$ cat config.mk
export PLATFORM = sky130hd
export DESIGN_NAME = icache_axi_rd
export DESIGN_NICKNAME = d
export VERILOG_FILES = /design/src/icache_pkg.sv /design/src/icache_axi_rd.sv
export VERILOG_INCLUDE_DIRS = /design/src /design/src/src
export SDC_FILE = /design/constraint.sdc
export NUM_CORES = 1
export LEC_CHECK = 0
export BUFFER_PORTS_ARGS = -buffer_cell sky130_fd_sc_hd__buf_2
export CAP_MARGIN = 20
export CORE_MARGIN = 3
export CORE_UTILIZATION = 30
export CTS_BUF_LIST = sky130_fd_sc_hd__clkbuf_8
export CTS_CLUSTER_SIZE = 8
export DETAILED_ROUTE_END_ITERATION = 16
export PLACE_DENSITY = 0.68
export SLEW_MARGIN = 30
export SYNTH_ARGS = -nofsm -noshare
export SYNTH_HDL_FRONTEND = slang
export SYNTH_SLANG_ARGS = --single-unit
$ cat constraint.sdc
create_clock -name clk -period 1.75 [get_ports clk]
set_clock_uncertainty 0.05 [all_clocks]
set_input_delay 0.35 -clock clk [delete_from_list [all_inputs] [get_ports clk]]
set_output_delay 0.35 -clock clk [all_outputs]
set_load 0.1 [all_outputs]
$ cat src/icache_params.svh
// Geometry of the two-way instruction cache, fixed at one configuration
// Derived sizes follow from the base values and must not be set by hand

`ifndef ICACHE_PARAMS_SVH
`define ICACHE_PARAMS_SVH

// Physical address
`define ICACHE_AW               32

// Line, set and way geometry (log2)
`define ICACHE_P_LINE           5
`define ICACHE_P_SETS           6
`define ICACHE_P_WAYS           1

// Fetch window
`define ICACHE_FETCH_DW         64
`define ICACHE_P_FETCH_BYTES    3

// AXI read data bus
`define ICACHE_BUS_DW           32
`define ICACHE_P_BUS_BYTES      2

`define ICACHE_TAG_W            (`ICACHE_AW - `ICACHE_P_SETS - `ICACHE_P_LINE)
`define ICACHE_PAYLOAD_AW       (`ICACHE_P_SETS + `ICACHE_P_LINE - `ICACHE_P_FETCH_BYTES)
`define ICACHE_BEATS            (1 << (`ICACHE_P_LINE - `ICACHE_P_BUS_BYTES))

`endif

$ cat src/icache_pkg.sv
// Shared types of the instruction cache
// Widths come from the geometry macros

`include "icache_params.svh"

package icache_pkg;

   // Controller states
   typedef enum logic [2:0] {
      S_BOOT       = 3'd0,
      S_IDLE       = 3'd1,
      S_REPLACE    = 3'd2,
      S_REFILL     = 3'd3,
      S_INVALIDATE = 3'd4,
      S_RELOAD_S1  = 3'd5
   } icache_state_e;

   typedef logic [`ICACHE_AW-1:0]                 paddr_t;
   typedef logic [`ICACHE_P_SETS-1:0]             set_idx_t;
   typedef logic [`ICACHE_TAG_W-1:0]              tag_t;
   typedef logic [`ICACHE_FETCH_DW-1:0]           fetch_win_t;
   typedef logic [`ICACHE_PAYLOAD_AW-1:0]         payload_addr_t;
   typedef logic [(1<<`ICACHE_P_FETCH_BYTES)-1:0] byte_en_t;
   typedef logic [`ICACHE_P_WAYS-1:0]             way_idx_t;

endpackage

$ cat src/icache_axi_rd.sv
// AXI read channel for line refills, AR and R only
// Sideband fields are left to the bus, which returns 8-beat INCR bursts

`timescale 1ns/1ps

module icache_axi_rd
(
   input  logic               clk,
   input  logic               i_arst_n,
   // From controller
   input  logic               i_ar_start,
   input  icache_pkg::paddr_t i_ar_addr,
   input  logic               i_refill,
   // AR channel
   input  logic               i_arready,
   output logic               o_arvalid,
   output icache_pkg::paddr_t o_araddr,
   // R channel
   output logic               o_rready,
   input  logic               i_rvalid,
   input  logic               i_rlast,
   // To controller
   output logic               o_r_beat,
   output logic               o_r_last
);

   logic ar_done;

   assign ar_done = o_arvalid & i_arready;

   // Valid held until the address handshake
   always_ff @(posedge clk or negedge i_arst_n)
   begin
      if (!i_arst_n)
         o_arvalid <= 1'b0;
      else if (i_ar_start)
         o_arvalid <= 1'b1;
      else if (ar_done)
         o_arvalid <= 1'b0;
   end

   always_ff @(posedge clk)
      if (i_ar_start)
         o_araddr <= i_ar_addr;                             // Line base address

   // Ready only while the controller is refilling
   assign o_rready = i_refill;
   assign o_r_beat = i_rvalid & o_rready;
   assign o_r_last = o_r_beat & i_rlast;

endmodule

Word level (Yosys, flattened, before mapping)
Cells that the tools add are included.
{"block": "classes", "n_addsub": 0, "div": 0, "n_eq_ne": 0, "mul": 0, "bitwise": 3, "n_reduce_logical": 1, "magnitude_cmp": 0, "n_shift": 0, "n_mux": 2}
{"op": "$and 1x1->1", "n": 3}
{"op": "$mux 1", "n": 2}
{"op": "$reduce_bool 2->1", "n": 1}
{"block": "totals", "word_cells": 8, "in_bits": 39, "latchBits": 0, "memories": 0, "mem_bits_rw": 0, "register_bits": 33, "romBits": 0}

Logic depth before layout (Yosys ltp)
Gate-level depths: netlist of run 1.
{"block": "logic_depth", "word_depth": 3, "mapped_depth": 2, "depth_no_buf": 2}

Least setup slack after synthesis of run 1
Ideal clock, no wire load.
{"block": "synth_path", "path_kind": "input to output", "from": "input i_rlast", "to": "output o_r_last", "stages": 1, "slack_ns": 0.222, "arrival_ns": 1.128, "required_time_ns": 1.350, "path_cell_list": "and3_1"}
{"block": "synth_via", "elab_chain_cells": 1}
{"item": "start: declaration", "line_no": "icache_axi_rd.sv:21", "source": "input logic i_rlast,"}
{"item": "$and 1x1->1", "line_no": "icache_axi_rd.sv:49", "source": "assign o_r_last = o_r_beat & i_rlast;"}
{"item": "end: declaration", "line_no": "icache_axi_rd.sv:24", "source": "output logic o_r_last"}
No other way between the ends.

Worst setup path in the final report of run 1
{"block": "layout_path", "from": "register o_arvalid", "to": "output o_arvalid"}
{"item": "start: declaration", "line_no": "icache_axi_rd.sv:16", "source": "output logic o_arvalid,"}
{"item": "start signal: assignment", "line_no": "icache_axi_rd.sv:35", "source": "o_arvalid <= 1'b0;"}
{"item": "start signal: assignment", "line_no": "icache_axi_rd.sv:37", "source": "o_arvalid <= 1'b1;"}
{"item": "start signal: assignment", "line_no": "icache_axi_rd.sv:39", "source": "o_arvalid <= 1'b0;"}
No word-level cell between the ends.

==> results.cfg, run 1 <==
[status]
outcome = completed

[critical_path]
r2r-end = o_arvalid
path_buf_inv = 1
endpoint_kind = output port
max_stage_delay_ps = 430
worstPathArrival_ps = 1040
crit_cells = 1
crit_chain = buf_2
critPathTopFamily = buffers and inverters
crit_type = reg2out
cp_slowest_cell = buf_2
startpoint_type = flip-flop
reg2reg_slack_ps = 1050
path_max_fanout = 2
reg2reg_from = o_arvalid
reg2regPathDepth = 1
cp.required_ps = 1350

[hold_path]
min_from = i_ar_addr[15]
hold-path-endpoint = o_araddr[15]
worstHoldPathCells = 1
min_path_type = in2reg

[power]
p_leak_nw = 0.701
power_w = 0.00205
clock_power_share_pct = 24.7
comb_power_share_pct = 29.0
peakVddDrop_uv = 514
seqPwrFrac_pct = 46.3
p_int_w = 0.00128
p_per_area_nw_per_um2 = 1330
switching_power_w = 0.000770
p_sw_share_pct = 37.6

[yosys]
avgSynthCellArea_um2 = 26.8
ys_seq_elements = 33
synthDistinctLibCells = 7
syn_inst = 38
synth.cell_area_um2 = 1020
yosysWarnings = 0
syn_nets = 77
synth-seq-area-share_pct = 96.9

[timing]
period_share_pct = 82.1
period_needed_ps = 1440
rsz0062_at_grt = false
finalMaxSlewViolations = 0
slew_headroom_pct = 66.7
final_hold_viol_count = 0
finalSetupViolations = 0
final.setup.tns_ps = 0
tightest_slew_ps = 504
fmax_mhz = 696
worst_slack_ps = 313

[floorplanning]
die_w_um = 64.2
core_area_um2 = 3150
dieArea_um2 = 4130
fp.dieH_um = 64.2
rows = 20
start_util_pct = 32.3
pin_count = 75

[drt]
drt_wl_total_um = 1990
drt_iter0_drc = 25
firstDrtPassIters = 4
drc = 0
antenna_left = 0
num_vias = 656
via_per_inst = 3.98
routedWlPerCell_um = 12.1

[global_route]
grt_usage_pct = 10.8
grt_pass1_vias = 699
use_met3_pct = 9.49
use_met1_pct = 9.79
grt-busiest-layer = met2
antenna_found_initial = 0
grt_max_degree = 23
overflow = 0
grt_pass1_wl_um = 3150
grt_use_met2_pct = 17.3

[placement]
io_buffers = 74
place_hpwl_um = 1580
place_ws_ps = 363
gp_congestion = 0.640

[final_layout]
drive_gt1_share_pct = 66.1
nNetsFinal = 159
fin_util_pct = 49.0
synthToLayoutAreaGrowth_pct = 51.9
diodes = 0

[clock_network]
numCtsBuffers = 5
cts_setup_buffers = 0
cts_max_path_buffers = 2
root_buffer = clkbuf_8
cts-resized-gates = 0
cts.htree.levels = 2
cts_tree = done
clk_latency_ps = 270
clkSinkCount = 33
clkSlewWorstSetupHoldPaths_ps = 60
cts_hold_buf = 1

[run]
maxCapViolCount = 0
layout by cell type, fill, tap and decap left out:
cell type	n
a21o_1	1
and2_1	1
and3_1	1
buf_12	1
buf_2	74
clkbuf_8	5
dfrtp_1	1
dlygate4sd3_1	1
edfxtp_1	32
inv_1	4
cells by family after synthesis:
group,after synthesis,share of synthesized area (%)
AOI/OAI and AO/OA,1,0.738
DFF,33,96.9
buffers and inverters,2,1.11
and+or+nand+nor,2,1.23
per-stage QoR:
step | hold slack [ps] | cell area [um2] | std cells
2_1_floorplan | 4.41 | 1020 | 38
3_3_place_gp | 74.8 | 1460 | 156
3_5_place_dp | 76.5 | 1460 | 156
4_1_cts | 184 | 1550 | 165
5_1_grt | 167 | 1550 | 165
6_report | 197 | 1550 | 165
cell usage after synthesis:
cell,instances,area share [%]
inv_1,1,0.37
a21o_1,1,0.74
and3_1,1,0.62
dfrtp_1,1,2.5
edfxtp_1,32,94
buf_4,1,0.74
and2_1,1,0.62
worst max-delay path by stage:
stage	startpoint	to
floorplan	i_rlast	o_r_last
global placement	i_refill	o_r_last
detailed placement	i_rvalid	o_r_last
CTS	o_arvalid	o_arvalid
global route	o_arvalid	o_arvalid
finish	o_arvalid	o_arvalid
area by class of cell:
cell class / count / area (um2)
clock buffers: 5 / 68.8
clock inverters: 3 / 11.3
fillers: 291 / 1610
inverters: 1 / 3.75
multi-input cells: 3 / 20.0
flip-flops and latches: 33 / 986
well taps: 44 / 55.1
repair buffers: 76 / 400
state kept, by name, indices dropped and copies added (netlist names):
name       flops
o_arvalid      1
o_araddr      32
layer usage:
metal,part of all wire [%],vias to the layer above
met1,33,297
met4,1.2,0
met5,0,-
met3,15,3
li1,-,311
met2,50,45
power by group through the flow:
| stage | clock [W] | sequential (W) | combinational, W |
|---|---|---|---|
| floorplan | 0 | 0.00142 | 0.0000296 |
| global placement | 0 | 0.000963 | 0.000592 |
| global route | 0.000573 | 0.000955 | 0.000608 |
| finish | 0.000506 | 0.000948 | 0.000593 |
| detailed placement | 0 | 0.000966 | 0.000595 |
| CTS | 0.000531 | 0.000950 | 0.000597 |
Note: power is estimated with default switching activity, not from simulation.
==> run 2: changes to the inputs <==
- clock period: 1.75 -> 1.4 ns (I/O delays scaled with it)
==> run 2 against run 1 <==
Effect of this change:
- cell area up 8.3%
- hold slack worse by 71 ps
- register-to-register slack worse by 400 ps
- core utilization up 4.0 points
- largest cell class unchanged
==> results.cfg, run 2 (synthesis gave the netlist of run 1 again) <==
[status]
outcome = completed

[timing]
hold_slack_ps = 126
worst_slack_ps = 44.6
finalSetupViolations = 0
tightest_slew_ps = 495
finalMaxSlewViolations = 0
slew_headroom_pct = 67.2
period_needed_ps = 1360
fmax_mhz = 738
final_hold_viol_count = 0
period_share_pct = 96.8
final.setup.tns_ps = 0
rsz0062_at_grt = false

[final_layout]
final_cell_mix = 65 x buf_2, 32 x edfxtp_1, 8 x buf_12, 6 x clkbuf_8, 3 x inv_1
multi_input_area_um2 = 20.0
layout_commonest_cell = buf_2
largest-register = o_araddr
largest_reg_flops = 32
nNetsFinal = 160
regArea_um2 = 986
nFillCells = 281
drive_gt1_share_pct = 67.2
layoutNonFillerInstCount = 166
fin_util_pct = 53.1
synthToLayoutAreaGrowth_pct = 64.5
reg.largest.list = o_araddr: 32 flops, o_arvalid: 1 flops
diodes = 0

[placement]
dpl.cell_count = 157
io_buffers = 74
place_hpwl_um = 1670
gp_congestion = 0.640
place_ws_ps = 284

[global_route]
grt_pass1_wl_um = 3190
grt_usage_pct = 10.8
grt_pass1_vias = 755
grt_max_degree = 23
antenna_found_initial = 0
overflow = 0

[clock_network]
root_buffer = clkbuf_8
clk_latency_ps = 270
cts_max_path_buffers = 2
clkSinkCount = 33
cts_setup_buffers = 0
cts.htree.levels = 2
numCtsBuffers = 5
clkSlewWorstSetupHoldPaths_ps = 60
cts_tree = done

[drt]
routedWlPerCell_um = 12.2
num_vias = 667
firstDrtPassIters = 2
drt_iter0_drc = 9
antenna_left = 0
drt_wl_total_um = 2030
via_per_inst = 4.02
drc = 0

[power]
peakVddDrop_uv = 730
p_leak_nw = 0.745
p_per_area_nw_per_um2 = 1590

[critical_path]
startpoint_type = flip-flop
endpoint_kind = output port
path_buf_inv = 1
path_max_fanout = 1
critPathTopFamily = buffers and inverters
cp_slowest_cell = buf_2
cp.required_ps = 1070
worstPathArrival_ps = 1030
crit_chain = buf_2
max_stage_delay_ps = 420
crit_type = reg2out

[floorplanning]
die_w_um = 64.2
start_util_pct = 32.3
pin_count = 75
rows = 20
fp.dieH_um = 64.2
core_area_um2 = 3150
dieArea_um2 = 4130

[hold_path]
min_path_type = in2reg

[run]
maxCapViolCount = 0
run 2: changes by cell type in the layout (fill, tap and decap cells not counted):
cell / before / now
buf_12: 1 / 8
buf_2: 74 / 65
buf_4: 0 / 1
clkbuf_4: 0 / 2
clkbuf_8: 5 / 6
inv_1: 4 / 3
run 2: layout make-up:
type / instances / area share [%]
multi-input cells: 3 / 1.20
repair buffers: 77 / 31.0
well taps: 44 / 3.29
clock buffers: 6 / 4.94
inverters: 1 / 0.224
flip-flops and latches: 33 / 58.9
clock inverters: 2 / 0.449
run 2: per-layer routing:
| metal | vias up | global-route usage (%) | part of all wire [%] |
|---|---|---|---|
| met2 | 46 | 18.7 | 52 |
| met5 | - | 0 | 0 |
| met4 | 0 | 7.12 | 1.8 |
| met3 | 5 | 8.08 | 16 |
| met1 | 303 | 7.94 | 30 |
| li1 | 313 | - | - |
run 2: worst paths after layout:
path	start	endpoint	slack, ps	depth (start not counted)
setup / recovery	o_araddr[0]	o_araddr[0]	40	1
hold / removal	i_ar_addr[3]	o_araddr[3]	130	1
setup reg to reg	o_arvalid	o_arvalid	650	1
hold reg to reg	o_arvalid	o_arvalid	500	1
max in group asynchronous	i_arst_n	o_arvalid	970	2
min in group asynchronous	i_arst_n	o_arvalid	250	2
run 2: power breakdown:
part	leakage, nW	internal (W)	switching [W]
sequential	0.324	0.00117	0.0000220
combinational	0.367	0.000142	0.000647
clock	0.0538	0.000385	0.000301
run 2: metrics by stage:
stage | total power [W] | cell area (um2)
after global placement | 0.00200 | 1570
after CTS | 0.00271 | 1670
after floorplan | 0.00181 | 1020
after global routing | 0.00278 | 1670
after detailed placement | 0.00201 | 1570
final | 0.00267 | 1670
run 2: what timing repair did:
item                                    in CTS  in global routing
hold buffers                                 1                  0
endpoints found under the hold margin        1                  0
gates resized for setup                      0                  2
endpoints found under the setup margin       0                  2
