**config.mk**
```make
export PLATFORM = sky130hd
export DESIGN_NAME = icache_ctrl
export DESIGN_NICKNAME = d
export VERILOG_FILES = /design/src/icache_pkg.sv /design/src/icache_ctrl.sv
export VERILOG_INCLUDE_DIRS = /design/src /design/src/src
export SDC_FILE = /design/constraint.sdc
export NUM_CORES = 1
export LEC_CHECK = 0
export ABC_AREA = 1
export BUFFER_PORTS_ARGS = -buffer_cell sky130_fd_sc_hd__buf_2
export CAP_MARGIN = 20
export CORE_AREA = 2 2 175 177
export CTS_CLUSTER_DIAMETER = 30
export DETAILED_ROUTE_END_ITERATION = 10
export DIE_AREA = 0 0 177 179
export PLACE_DENSITY = 0.45
export SYNTH_ARGS = -nofsm -noshare
export SYNTH_HDL_FRONTEND = slang
export SYNTH_SLANG_ARGS = --single-unit
```
**constraint.sdc**
```tcl
create_clock -name clk -period 2.9 [get_ports clk]
set_input_delay 0.725 -clock clk [delete_from_list [all_inputs] [get_ports clk]]
set_output_delay 0.725 -clock clk [all_outputs]
set_load 0.05 [all_outputs]
```
**src/icache_params.svh**
```systemverilog
// Geometry of the two-way instruction cache, fixed at one configuration
// Derived sizes follow from the base values and must not be set by hand

`ifndef ICACHE_PARAMS_SVH
`define ICACHE_PARAMS_SVH

// Physical address
`define ICACHE_AW               32

// Line, set and way geometry (log2)
`define ICACHE_P_LINE           5
`define ICACHE_P_SETS           6
`define ICACHE_P_WAYS           1

// Fetch window
`define ICACHE_FETCH_DW         64
`define ICACHE_P_FETCH_BYTES    3

// AXI read data bus
`define ICACHE_BUS_DW           32
`define ICACHE_P_BUS_BYTES      2

`define ICACHE_TAG_W            (`ICACHE_AW - `ICACHE_P_SETS - `ICACHE_P_LINE)
`define ICACHE_PAYLOAD_AW       (`ICACHE_P_SETS + `ICACHE_P_LINE - `ICACHE_P_FETCH_BYTES)
`define ICACHE_BEATS            (1 << (`ICACHE_P_LINE - `ICACHE_P_BUS_BYTES))

`endif

```
**src/icache_pkg.sv**
```systemverilog
// Shared types of the instruction cache
// Widths come from the geometry macros

`include "icache_params.svh"

package icache_pkg;

   // Controller states
   typedef enum logic [2:0] {
      S_BOOT       = 3'd0,
      S_IDLE       = 3'd1,
      S_REPLACE    = 3'd2,
      S_REFILL     = 3'd3,
      S_INVALIDATE = 3'd4,
      S_RELOAD_S1  = 3'd5
   } icache_state_e;

   typedef logic [`ICACHE_AW-1:0]                 paddr_t;
   typedef logic [`ICACHE_P_SETS-1:0]             set_idx_t;
   typedef logic [`ICACHE_TAG_W-1:0]              tag_t;
   typedef logic [`ICACHE_FETCH_DW-1:0]           fetch_win_t;
   typedef logic [`ICACHE_PAYLOAD_AW-1:0]         payload_addr_t;
   typedef logic [(1<<`ICACHE_P_FETCH_BYTES)-1:0] byte_en_t;
   typedef logic [`ICACHE_P_WAYS-1:0]             way_idx_t;

endpackage

```
**src/icache_ctrl.sv**
```systemverilog
// Instruction cache controller: boot clear, miss refill, invalidate and stage-1 reload
// Refill assumes 8-beat INCR bursts starting at the line base, all OKAY
// Victim choice is round-robin, advancing once per replacement

`timescale 1ns/1ps
`include "icache_params.svh"

module icache_ctrl
(
   input  logic                               clk,
   input  logic                               i_arst_n,
   // Pipeline stages
   input  logic                               i_s1_valid,
   input  icache_pkg::paddr_t                 i_s1_addr,
   input  logic                               i_s2_valid,
   input  icache_pkg::paddr_t                 i_s2_addr,
   // Fetch side requests
   input  logic                               i_req,
   input  icache_pkg::paddr_t                 i_addr,
   input  logic                               i_inv,
   input  icache_pkg::paddr_t                 i_inv_addr,
   // Lookup result
   input  logic                               i_hit,
   input  icache_pkg::fetch_win_t             i_hit_payload,
   // Refill data
   input  logic                               i_r_beat,
   input  logic                               i_r_last,
   input  logic [`ICACHE_BUS_DW-1:0]          i_rdata,
   // RAM control
   output icache_pkg::set_idx_t               o_set,
   output logic                               o_ram_re,
   output logic [(1<<`ICACHE_P_WAYS)-1:0]     o_tag_we,
   output icache_pkg::tag_t                   o_tag_din,
   output logic                               o_valid_din,
   output icache_pkg::payload_addr_t          o_pay_addr,
   output icache_pkg::byte_en_t               o_pay_we,
   output icache_pkg::fetch_win_t             o_pay_din,
   // Bus read control
   output logic                               o_ar_start,
   output icache_pkg::paddr_t                 o_ar_addr,
   output logic                               o_refill,
   // Fetch side results
   output logic                               o_stall,
   output logic                               o_valid,
   output icache_pkg::fetch_win_t             o_ins
);

   localparam int WIN_W       = `ICACHE_P_LINE - `ICACHE_P_FETCH_BYTES;  // Window index in line
   localparam int LANE_W      = `ICACHE_P_FETCH_BYTES - `ICACHE_P_BUS_BYTES;
   localparam int LANES       = `ICACHE_FETCH_DW / `ICACHE_BUS_DW;
   localparam int LANE_BYTES  = `ICACHE_BUS_DW / 8;
   localparam int FETCH_BYTES = 1 << `ICACHE_P_FETCH_BYTES;
   localparam logic [`ICACHE_P_LINE-1:0] BEAT_BYTES = (1 << `ICACHE_P_LINE) / `ICACHE_BEATS;

   icache_pkg::icache_state_e state_q;
   icache_pkg::icache_state_e state_nxt;
   icache_pkg::set_idx_t      boot_cnt_q;
   logic [`ICACHE_P_LINE-1:0] refill_cnt_q;                   // Byte offset of next beat
   icache_pkg::way_idx_t      victim_q;
   icache_pkg::set_idx_t      inv_set_q;
   logic [LANE_W-1:0]         lane;
   logic                      win_match;
   icache_pkg::fetch_win_t    ins_nxt;

   always_comb
   begin
      state_nxt = state_q;
      case (state_q)
         icache_pkg::S_BOOT:
            if (boot_cnt_q == '1)
               state_nxt = icache_pkg::S_IDLE;
         icache_pkg::S_IDLE:
            if (i_inv)
               state_nxt = icache_pkg::S_INVALIDATE;
            else if (i_s1_valid && !i_hit)
               state_nxt = icache_pkg::S_REPLACE;       // Miss in the compare stage
         icache_pkg::S_REPLACE:
            state_nxt = icache_pkg::S_REFILL;
         icache_pkg::S_REFILL:
            if (i_r_last)
               state_nxt = icache_pkg::S_RELOAD_S1;
         icache_pkg::S_INVALIDATE:
            state_nxt = icache_pkg::S_IDLE;
         icache_pkg::S_RELOAD_S1:
            state_nxt = icache_pkg::S_IDLE;
         default:
            state_nxt = icache_pkg::S_BOOT;
      endcase
   end

   always_ff @(posedge clk or negedge i_arst_n)
   begin
      if (!i_arst_n)
      begin
         state_q      <= icache_pkg::S_BOOT;
         boot_cnt_q   <= '0;
         refill_cnt_q <= '0;
         victim_q     <= '0;
      end
      else
      begin
         state_q <= state_nxt;
         if (state_q == icache_pkg::S_BOOT)
            boot_cnt_q <= boot_cnt_q + 1'b1;
         if (state_q == icache_pkg::S_REPLACE)
         begin
            refill_cnt_q <= '0;
            victim_q     <= victim_q + 1'b1;                // Round-robin
         end
         else if (state_q == icache_pkg::S_REFILL && i_r_beat)
            refill_cnt_q <= refill_cnt_q + BEAT_BYTES;
      end
   end

   // Set to invalidate, taken with the strobe
   always_ff @(posedge clk)
      if (state_q == icache_pkg::S_IDLE && i_inv)
         inv_set_q <= i_inv_addr[`ICACHE_P_LINE +: `ICACHE_P_SETS];

   // Tag RAM address by state
   always_comb
   begin
      case (state_q)
         icache_pkg::S_BOOT:       o_set = boot_cnt_q;
         icache_pkg::S_INVALIDATE: o_set = inv_set_q;
         icache_pkg::S_REPLACE:    o_set = i_s2_addr[`ICACHE_P_LINE +: `ICACHE_P_SETS];
         icache_pkg::S_RELOAD_S1:  o_set = i_s1_addr[`ICACHE_P_LINE +: `ICACHE_P_SETS];
         default:                  o_set = i_addr[`ICACHE_P_LINE +: `ICACHE_P_SETS];
      endcase
   end

   // Payload RAM address by state
   always_comb
   begin
      case (state_q)
         icache_pkg::S_REFILL:
            o_pay_addr = {i_s2_addr[`ICACHE_P_LINE +: `ICACHE_P_SETS],
                          refill_cnt_q[`ICACHE_P_FETCH_BYTES +: WIN_W]};
         icache_pkg::S_RELOAD_S1:
            o_pay_addr = i_s1_addr[`ICACHE_P_FETCH_BYTES +: `ICACHE_PAYLOAD_AW];
         default:
            o_pay_addr = i_addr[`ICACHE_P_FETCH_BYTES +: `ICACHE_PAYLOAD_AW];
      endcase
   end

   assign o_ram_re = (state_q == icache_pkg::S_IDLE && i_req) ||
                     (state_q == icache_pkg::S_RELOAD_S1);

   // Boot and invalidate clear both ways, replace writes the victim only
   always_comb
   begin
      o_tag_we = '0;
      if (state_q == icache_pkg::S_BOOT || state_q == icache_pkg::S_INVALIDATE)
         o_tag_we = '1;
      else if (state_q == icache_pkg::S_REPLACE)
         o_tag_we[victim_q] = 1'b1;
   end

   assign o_tag_din   = i_s2_addr[`ICACHE_AW-1 -: `ICACHE_TAG_W];
   assign o_valid_din = (state_q == icache_pkg::S_REPLACE);

   // Beat placement into its byte lanes of the window
   assign lane = refill_cnt_q[`ICACHE_P_BUS_BYTES +: LANE_W];

   always_comb
   begin
      o_pay_we = '0;
      if (state_q == icache_pkg::S_REFILL && i_r_beat)
         o_pay_we[lane*LANE_BYTES +: LANE_BYTES] = '1;
   end

   assign o_pay_din = {LANES{i_rdata}};

   // Beat belongs to the missed window
   assign win_match = (i_s2_addr[`ICACHE_P_FETCH_BYTES +: WIN_W] ==
                       refill_cnt_q[`ICACHE_P_FETCH_BYTES +: WIN_W]);

   always_comb
   begin
      ins_nxt = i_hit_payload;
      if (state_q == icache_pkg::S_REFILL)
      begin
         ins_nxt = o_ins;
         for (int b = 0; b < FETCH_BYTES; b++)
            if (win_match && o_pay_we[b])
               ins_nxt[b*8 +: 8] = o_pay_din[b*8 +: 8];   // Forward from bus
      end
   end

   always_ff @(posedge clk)
      if (state_q == icache_pkg::S_IDLE || state_q == icache_pkg::S_REFILL)
         o_ins <= ins_nxt;

   assign o_ar_start = (state_q == icache_pkg::S_REPLACE);
   assign o_ar_addr  = {i_s2_addr[`ICACHE_AW-1:`ICACHE_P_LINE], {`ICACHE_P_LINE{1'b0}}};
   assign o_refill   = (state_q == icache_pkg::S_REFILL);

   assign o_stall = (state_q != icache_pkg::S_IDLE);
   assign o_valid = i_s2_valid & ~o_stall;

endmodule

```
; ---- Yosys cells after proc, flatten, opt, wreduce, memory -nomap -nowiden
; Index checks and enable logic that the tools add are counted.
[word_totals]
word_cells = 95
regBits = 85
out_inout_bits = 211
in_bits = 233
[classes]
reduce_logical = 29
n_shift = 2
bitwise_logic = 3
eq_ne = 19
muxes = 23
addsub = 4
n_lt_le_gt_ge = 2
[ops]
columns = cell, count
row1 = $mux 8, 9
row2 = $mux 64, 1
row3 = $neg 3->34, 1
row4 = $shift 4x34->8 const A, 1
row5 = $shiftx 4x34->8 const A, 1
row6 = $pmux 6 s4, 1
row7 = $ne 2x1->1 const B, 8
row8 = $pmux 8 s2, 1
row9 = $reduce_and 2->1, 8
row10 = $pmux 3 s5, 1
row11 = $logic_and 1x1->1, 13
row12 = $mux 3, 4
row13 = $mux 5, 2
row14 = $and 8x8->8, 1
row15 = $add 6x1->6 const B, 1
row16 = $eq 3x2->1 const B, 2
row17 = $eq 3x3->1 const B, 2
row18 = $eq 6x6->1 const B, 1
row19 = $add 5x3->5 const B, 1
row20 = $mux 2, 2
row21 = $ne 2x2->1 const B, 2
row22 = $eq 3x1->1 const B, 1
row23 = $logic_not 3->1, 1
row24 = $logic_or 1x1->1, 3
row25 = 14 further kinds, 14

; ---- Depth between registers and ports, before layout
[depth]
word_depth = 7
ltp_mapped = 8
ltp_nobuf = 7

; ---- Least setup slack after synthesis
; OpenSTA, ideal clock, no wires.
[synth_path]
path_kind = input -> register
start = input port i_r_beat
end = register o_ins[32], enable pin
path_buffers = 0
setup_time_ns = 0.390
arrival_ns = 2.282
required_time_ns = 2.510
path_slack_ns = 0.228
stages = 6
cell_sequence = inv_1 > nor2_4 > inv_1 > nor2_2 > nand2_1 > nand2_1
[synth_between]
elab_chain_cells = 5
[synth_lines]
columns = element, line_no
row1 = from (decl), icache_ctrl.sv:26  ; input logic i_r_beat,
row2 = $logic_and 1x1->1, icache_ctrl.sv:168  ; if (state_q == icache_pkg::S_REFILL && i_r_beat)
row3 = $mux 8, icache_ctrl.sv:168
row4 = named net o_pay_we[4], icache_ctrl.sv:36  ; output icache_pkg::byte_en_t o_pay_we,
row5 = $logic_and 1x1->1, icache_ctrl.sv:185  ; if (win_match && o_pay_we[b])
row6 = $ne 2x1->1 (no source line), n/a
row7 = $reduce_and 2->1 (no source line), n/a
row8 = to (signal assigned), icache_ctrl.sv:192  ; o_ins <= ins_nxt;
row9 = to (decl), icache_ctrl.sv:45  ; output icache_pkg::fetch_win_t o_ins
; The timed path passes the listed nets, and every way through them passes these cells.
; A chain may end at the register's enable or synchronous reset.

; ---- Worst setup path in the final report
[layout_path]
start = register state_q[2]
end = output port o_pay_we[7]
[layout_between]
elab_chain_cells = 3
[layout_lines]
columns = element, line_no
row1 = from (decl), icache_ctrl.sv:55  ; icache_pkg::icache_state_e state_q;
row2 = from (signal assigned), icache_ctrl.sv:95  ; state_q <= icache_pkg::S_BOOT;
row3 = from (signal assigned), icache_ctrl.sv:102  ; state_q <= state_nxt;
row4 = $eq 3x2->1, icache_ctrl.sv:168
row5 = $logic_and 1x1->1, icache_ctrl.sv:168
row6 = $mux 8, icache_ctrl.sv:168
row7 = to (decl), icache_ctrl.sv:36
; No other way between the ends.

==> flow_metrics.env <==
export IMPL_vias_per_cell=3.57
export IMPL_setup_viol=0
export IMPL_grt_antenna_before_repair=0
export IMPL_worstSetupEndpointType="output pin"
export IMPL_yosys_warnings=0
export IMPL_port_buffer_count=298
export IMPL_cts_made_buffers=9
export IMPL_drc=0
export IMPL_boundaryPins=444
export IMPL_slowest_stage="dfrtp_2"
export IMPL_hold_violations=0
export IMPL_clk_pin_slew_ps=70
export IMPL_pwr_share_comb_pct=54.4
export IMPL_period_minus_slack_ps=2760
export IMPL_dr_first_iter_drc_count=118
export IMPL_cp_cell_sequence="inv_2, nand3_4, nor2_4, inv_1, nor2_2, buf_2"
export IMPL_worstMarginPinSlew_ps=587
export IMPL_ir_worst_vdd_v=0.000463
export IMPL_post_cts_resized=0
export IMPL_crit_path_start_kind="flip-flop"
export IMPL_area_growth_syn_to_layout_pct=28.6
export IMPL_num_nets_final=975
export IMPL_power_density_nw_per_um2=1140
export IMPL_synth_top_area_cell="edfxtp_1"
export IMPL_routedWlPerCell_um=14.2
export IMPL_cts_max_path_buffers=2
export IMPL_synthMostInstantiatedCell="nand2_1"
export IMPL_wirelength_mm=16.2
export IMPL_netlist_top_cells_area="edfxtp_1, buf_4, nand2_1, dfrtp_1, nor2_1"
export IMPL_r2r_start="state_q[2]$_DFFE_PN0P_"
export IMPL_cts_htree_levels=3
export IMPL_synth_seq_cells=83
export IMPL_synth_edf_count=70
export IMPL_rows=64
export IMPL_crit_end="o_pay_we[7]"
export IMPL_status="complete, no violations"
export IMPL_synthCells=556
export IMPL_grt_first_pass_wirelength_mm=22.3
export IMPL_grt_use_total_pct=9.83
export IMPL_holdWs_ps=268
export IMPL_hpwl_mm=12.8
export IMPL_initial_utilization_pct=16.2
export IMPL_num_antenna_cells=0
export IMPL_async_flop_share_pct=15.7
export IMPL_relSlewSlack_pct=60.7
export IMPL_seq_area_frac_synth_pct=50.0
export IMPL_finalCritPeriodShare_pct=95.3
export IMPL_cp_max_fo=7
export IMPL_drt_pass1_iter_count=4
export IMPL_reg2reg_slack_ps=530
export IMPL_cts_setup_buffers=0
export IMPL_sw_frac_of_total_pct=54.2
export IMPL_drive_gt1_share_pct=45.2
export IMPL_synthDistinctLibCells=23
export IMPL_critPathLaunch="state_q[2]$_DFFE_PN0P_"
export IMPL_critPathKind="flip-flop to output pin"
export IMPL_fillers=3405
export IMPL_clock_skew_ps=6.65
export IMPL_cts_tree="done"
export IMPL_grt_max_degree=34
export IMPL_gp_congestion=0.775
export IMPL_maxCapViolCount=0
export IMPL_grt_pass1_vias=3723
export IMPL_synth_area_um2=4850
export IMPL_synth_flop_cell="edfxtp_1"
export IMPL_max_stage_delay_ps=490
export IMPL_die_x_um=177
export IMPL_cts_root_buffer="clkbuf_16"
export IMPL_power_frac_seq_pct=29.1
export IMPL_cts_hold_buf=0
export IMPL_die_area_um2=31700
export IMPL_via_count=4076
export IMPL_cts_sinks=83
export IMPL_p_int_mw=3.25
export IMPL_die_y_um=179
export IMPL_setup_tns_ps=0
export IMPL_crit_required_ps=2170
export IMPL_maxClockFrequency_ghz=0.362
export IMPL_synth_common_cells="nand2_1, buf_4, edfxtp_1"
export IMPL_rsz0062_at_grt="no"
export IMPL_core_area_um2=30000
export IMPL_p_leak_nw=3.22
export IMPL_ant_nets=0
export IMPL_min_path_type="primary input to asynchronous set/reset pin"
export IMPL_drv_slew=0
export IMPL_avgSynthCellArea_um2=8.73
export IMPL_r2r_cells=8
export IMPL_synth_top_area_share_pct=43.3
export IMPL_r2r_end="o_ins[53]$_DFFE_PP_"
export IMPL_critPathArrivalTime_ps=2040
export IMPL_p_sw_mw=3.84
export IMPL_overflow=0
export IMPL_clock_latency_ps=350
export IMPL_clock_power_share_pct=16.5
[sequential cells by signal, indices dropped and copies added, names as in the netlist]
register and count:
inv_set_q 6, o_ins 64, refill_cnt_q 3, boot_cnt_q 6, victim_q 1, state_q 3
[metal layers]
| metal | vias to the layer above | GRT usage [%] | share of wire, % |
|---|---|---|---|
| met2 | 230 | 17.9 | 51 |
| met1 | 1808 | 10.0 | 36 |
| met4 | 0 | 5.82 | 4.0 |
| met3 | 46 | 2.74 | 9.2 |
| li1 | 1992 | - | - |
| met5 | - | 0 | 0 |
[cell type report]
class	instances	area, um^2	share of cell area (%)
Tap cell	396	495	7.94
Clock buffer	9	225	3.61
Timing Repair Buffer	305	1540	24.7
Inverter	23	86.3	1.38
Sequential cell	83	2430	38.9
Clock inverter	7	72.6	1.16
Multi-Input combinational cell	318	1390	22.3
[cell families after synthesis]
family          synth area share (%)
xor+xnor                        1.26
flops                           50.0
simple gates                    23.5
other cells                   0.0773
fa+ha+maj                      0.516
compound gates                  1.99
buf+inv                         22.6
[layout by cell type, fill, tap and decap left out]
cell	n
nand2_2	3
edfxtp_1	70
ha_1	2
dfrtp_1	12
inv_1	21
nand3_4	2
clkinv_8	1
xnor2_1	1
nor2_1	22
dfrtp_2	1
clkinvlp_4	3
inv_8	3
a21oi_1	4
nand3_1	7
buf_2	298
clkbuf_16	9
o211ai_1	4
nand2_1	240
o21ai_1	1
nand3_2	1
nor2_2	2
nand3b_1	5
inv_2	2
o21ai_0	7
buf_4	7
nor2_4	5
conb_1	5
xor2_1	6
a31oi_1	1
[how the worst min path moves through the flow]
stage                                    from                         to  slack, ps  cells after the start
floorplan                            i_arst_n  boot_cnt_q[0]$_DFFE_PN0N_        430                      0
global placement    boot_cnt_q[1]$_DFFE_PN0N_  boot_cnt_q[1]$_DFFE_PN0N_        500                      2
detailed placement  boot_cnt_q[1]$_DFFE_PN0N_  boot_cnt_q[1]$_DFFE_PN0N_        510                      2
CTS                                  i_arst_n     state_q[2]$_DFFE_PN0P_        260                      1
global route                         i_arst_n  boot_cnt_q[4]$_DFFE_PN0N_        270                      1
finish                               i_arst_n     state_q[1]$_DFFE_PN0P_        270                      1
[worst max-delay path: cells and delay by family, from the launching register on]
kind          cells  cell delay (ps)
flops             1              490
buf+inv           3              580
simple gates      3              600
[per-stage QoR]
step           area (um^2)  util, %  instances  setup slack [ps]  total power [mW]
2_1_floorplan         4870        -        560               228              5.13
3_3_place_gp          5910     19.7       1124               430              5.97
3_5_place_dp          5910     19.7       1124               435              5.97
4_1_cts               6210     20.7       1140              22.6              7.18
5_1_grt               6240     20.8       1141              5.81              7.52
6_report              6240     20.8       1141               137              7.09
[power by group through the flow]
stage | Clock [mW] | Sequential (mW) | Combinational, mW
floorplan | 0 | 3.22 | 1.91
global placement | 0 | 2.08 | 3.89
CTS | 1.22 | 2.06 | 3.90
detailed placement | 0 | 2.09 | 3.89
finish | 1.17 | 2.06 | 3.86
global route | 1.28 | 2.11 | 4.12
Power figures use the tool's default switching activity.
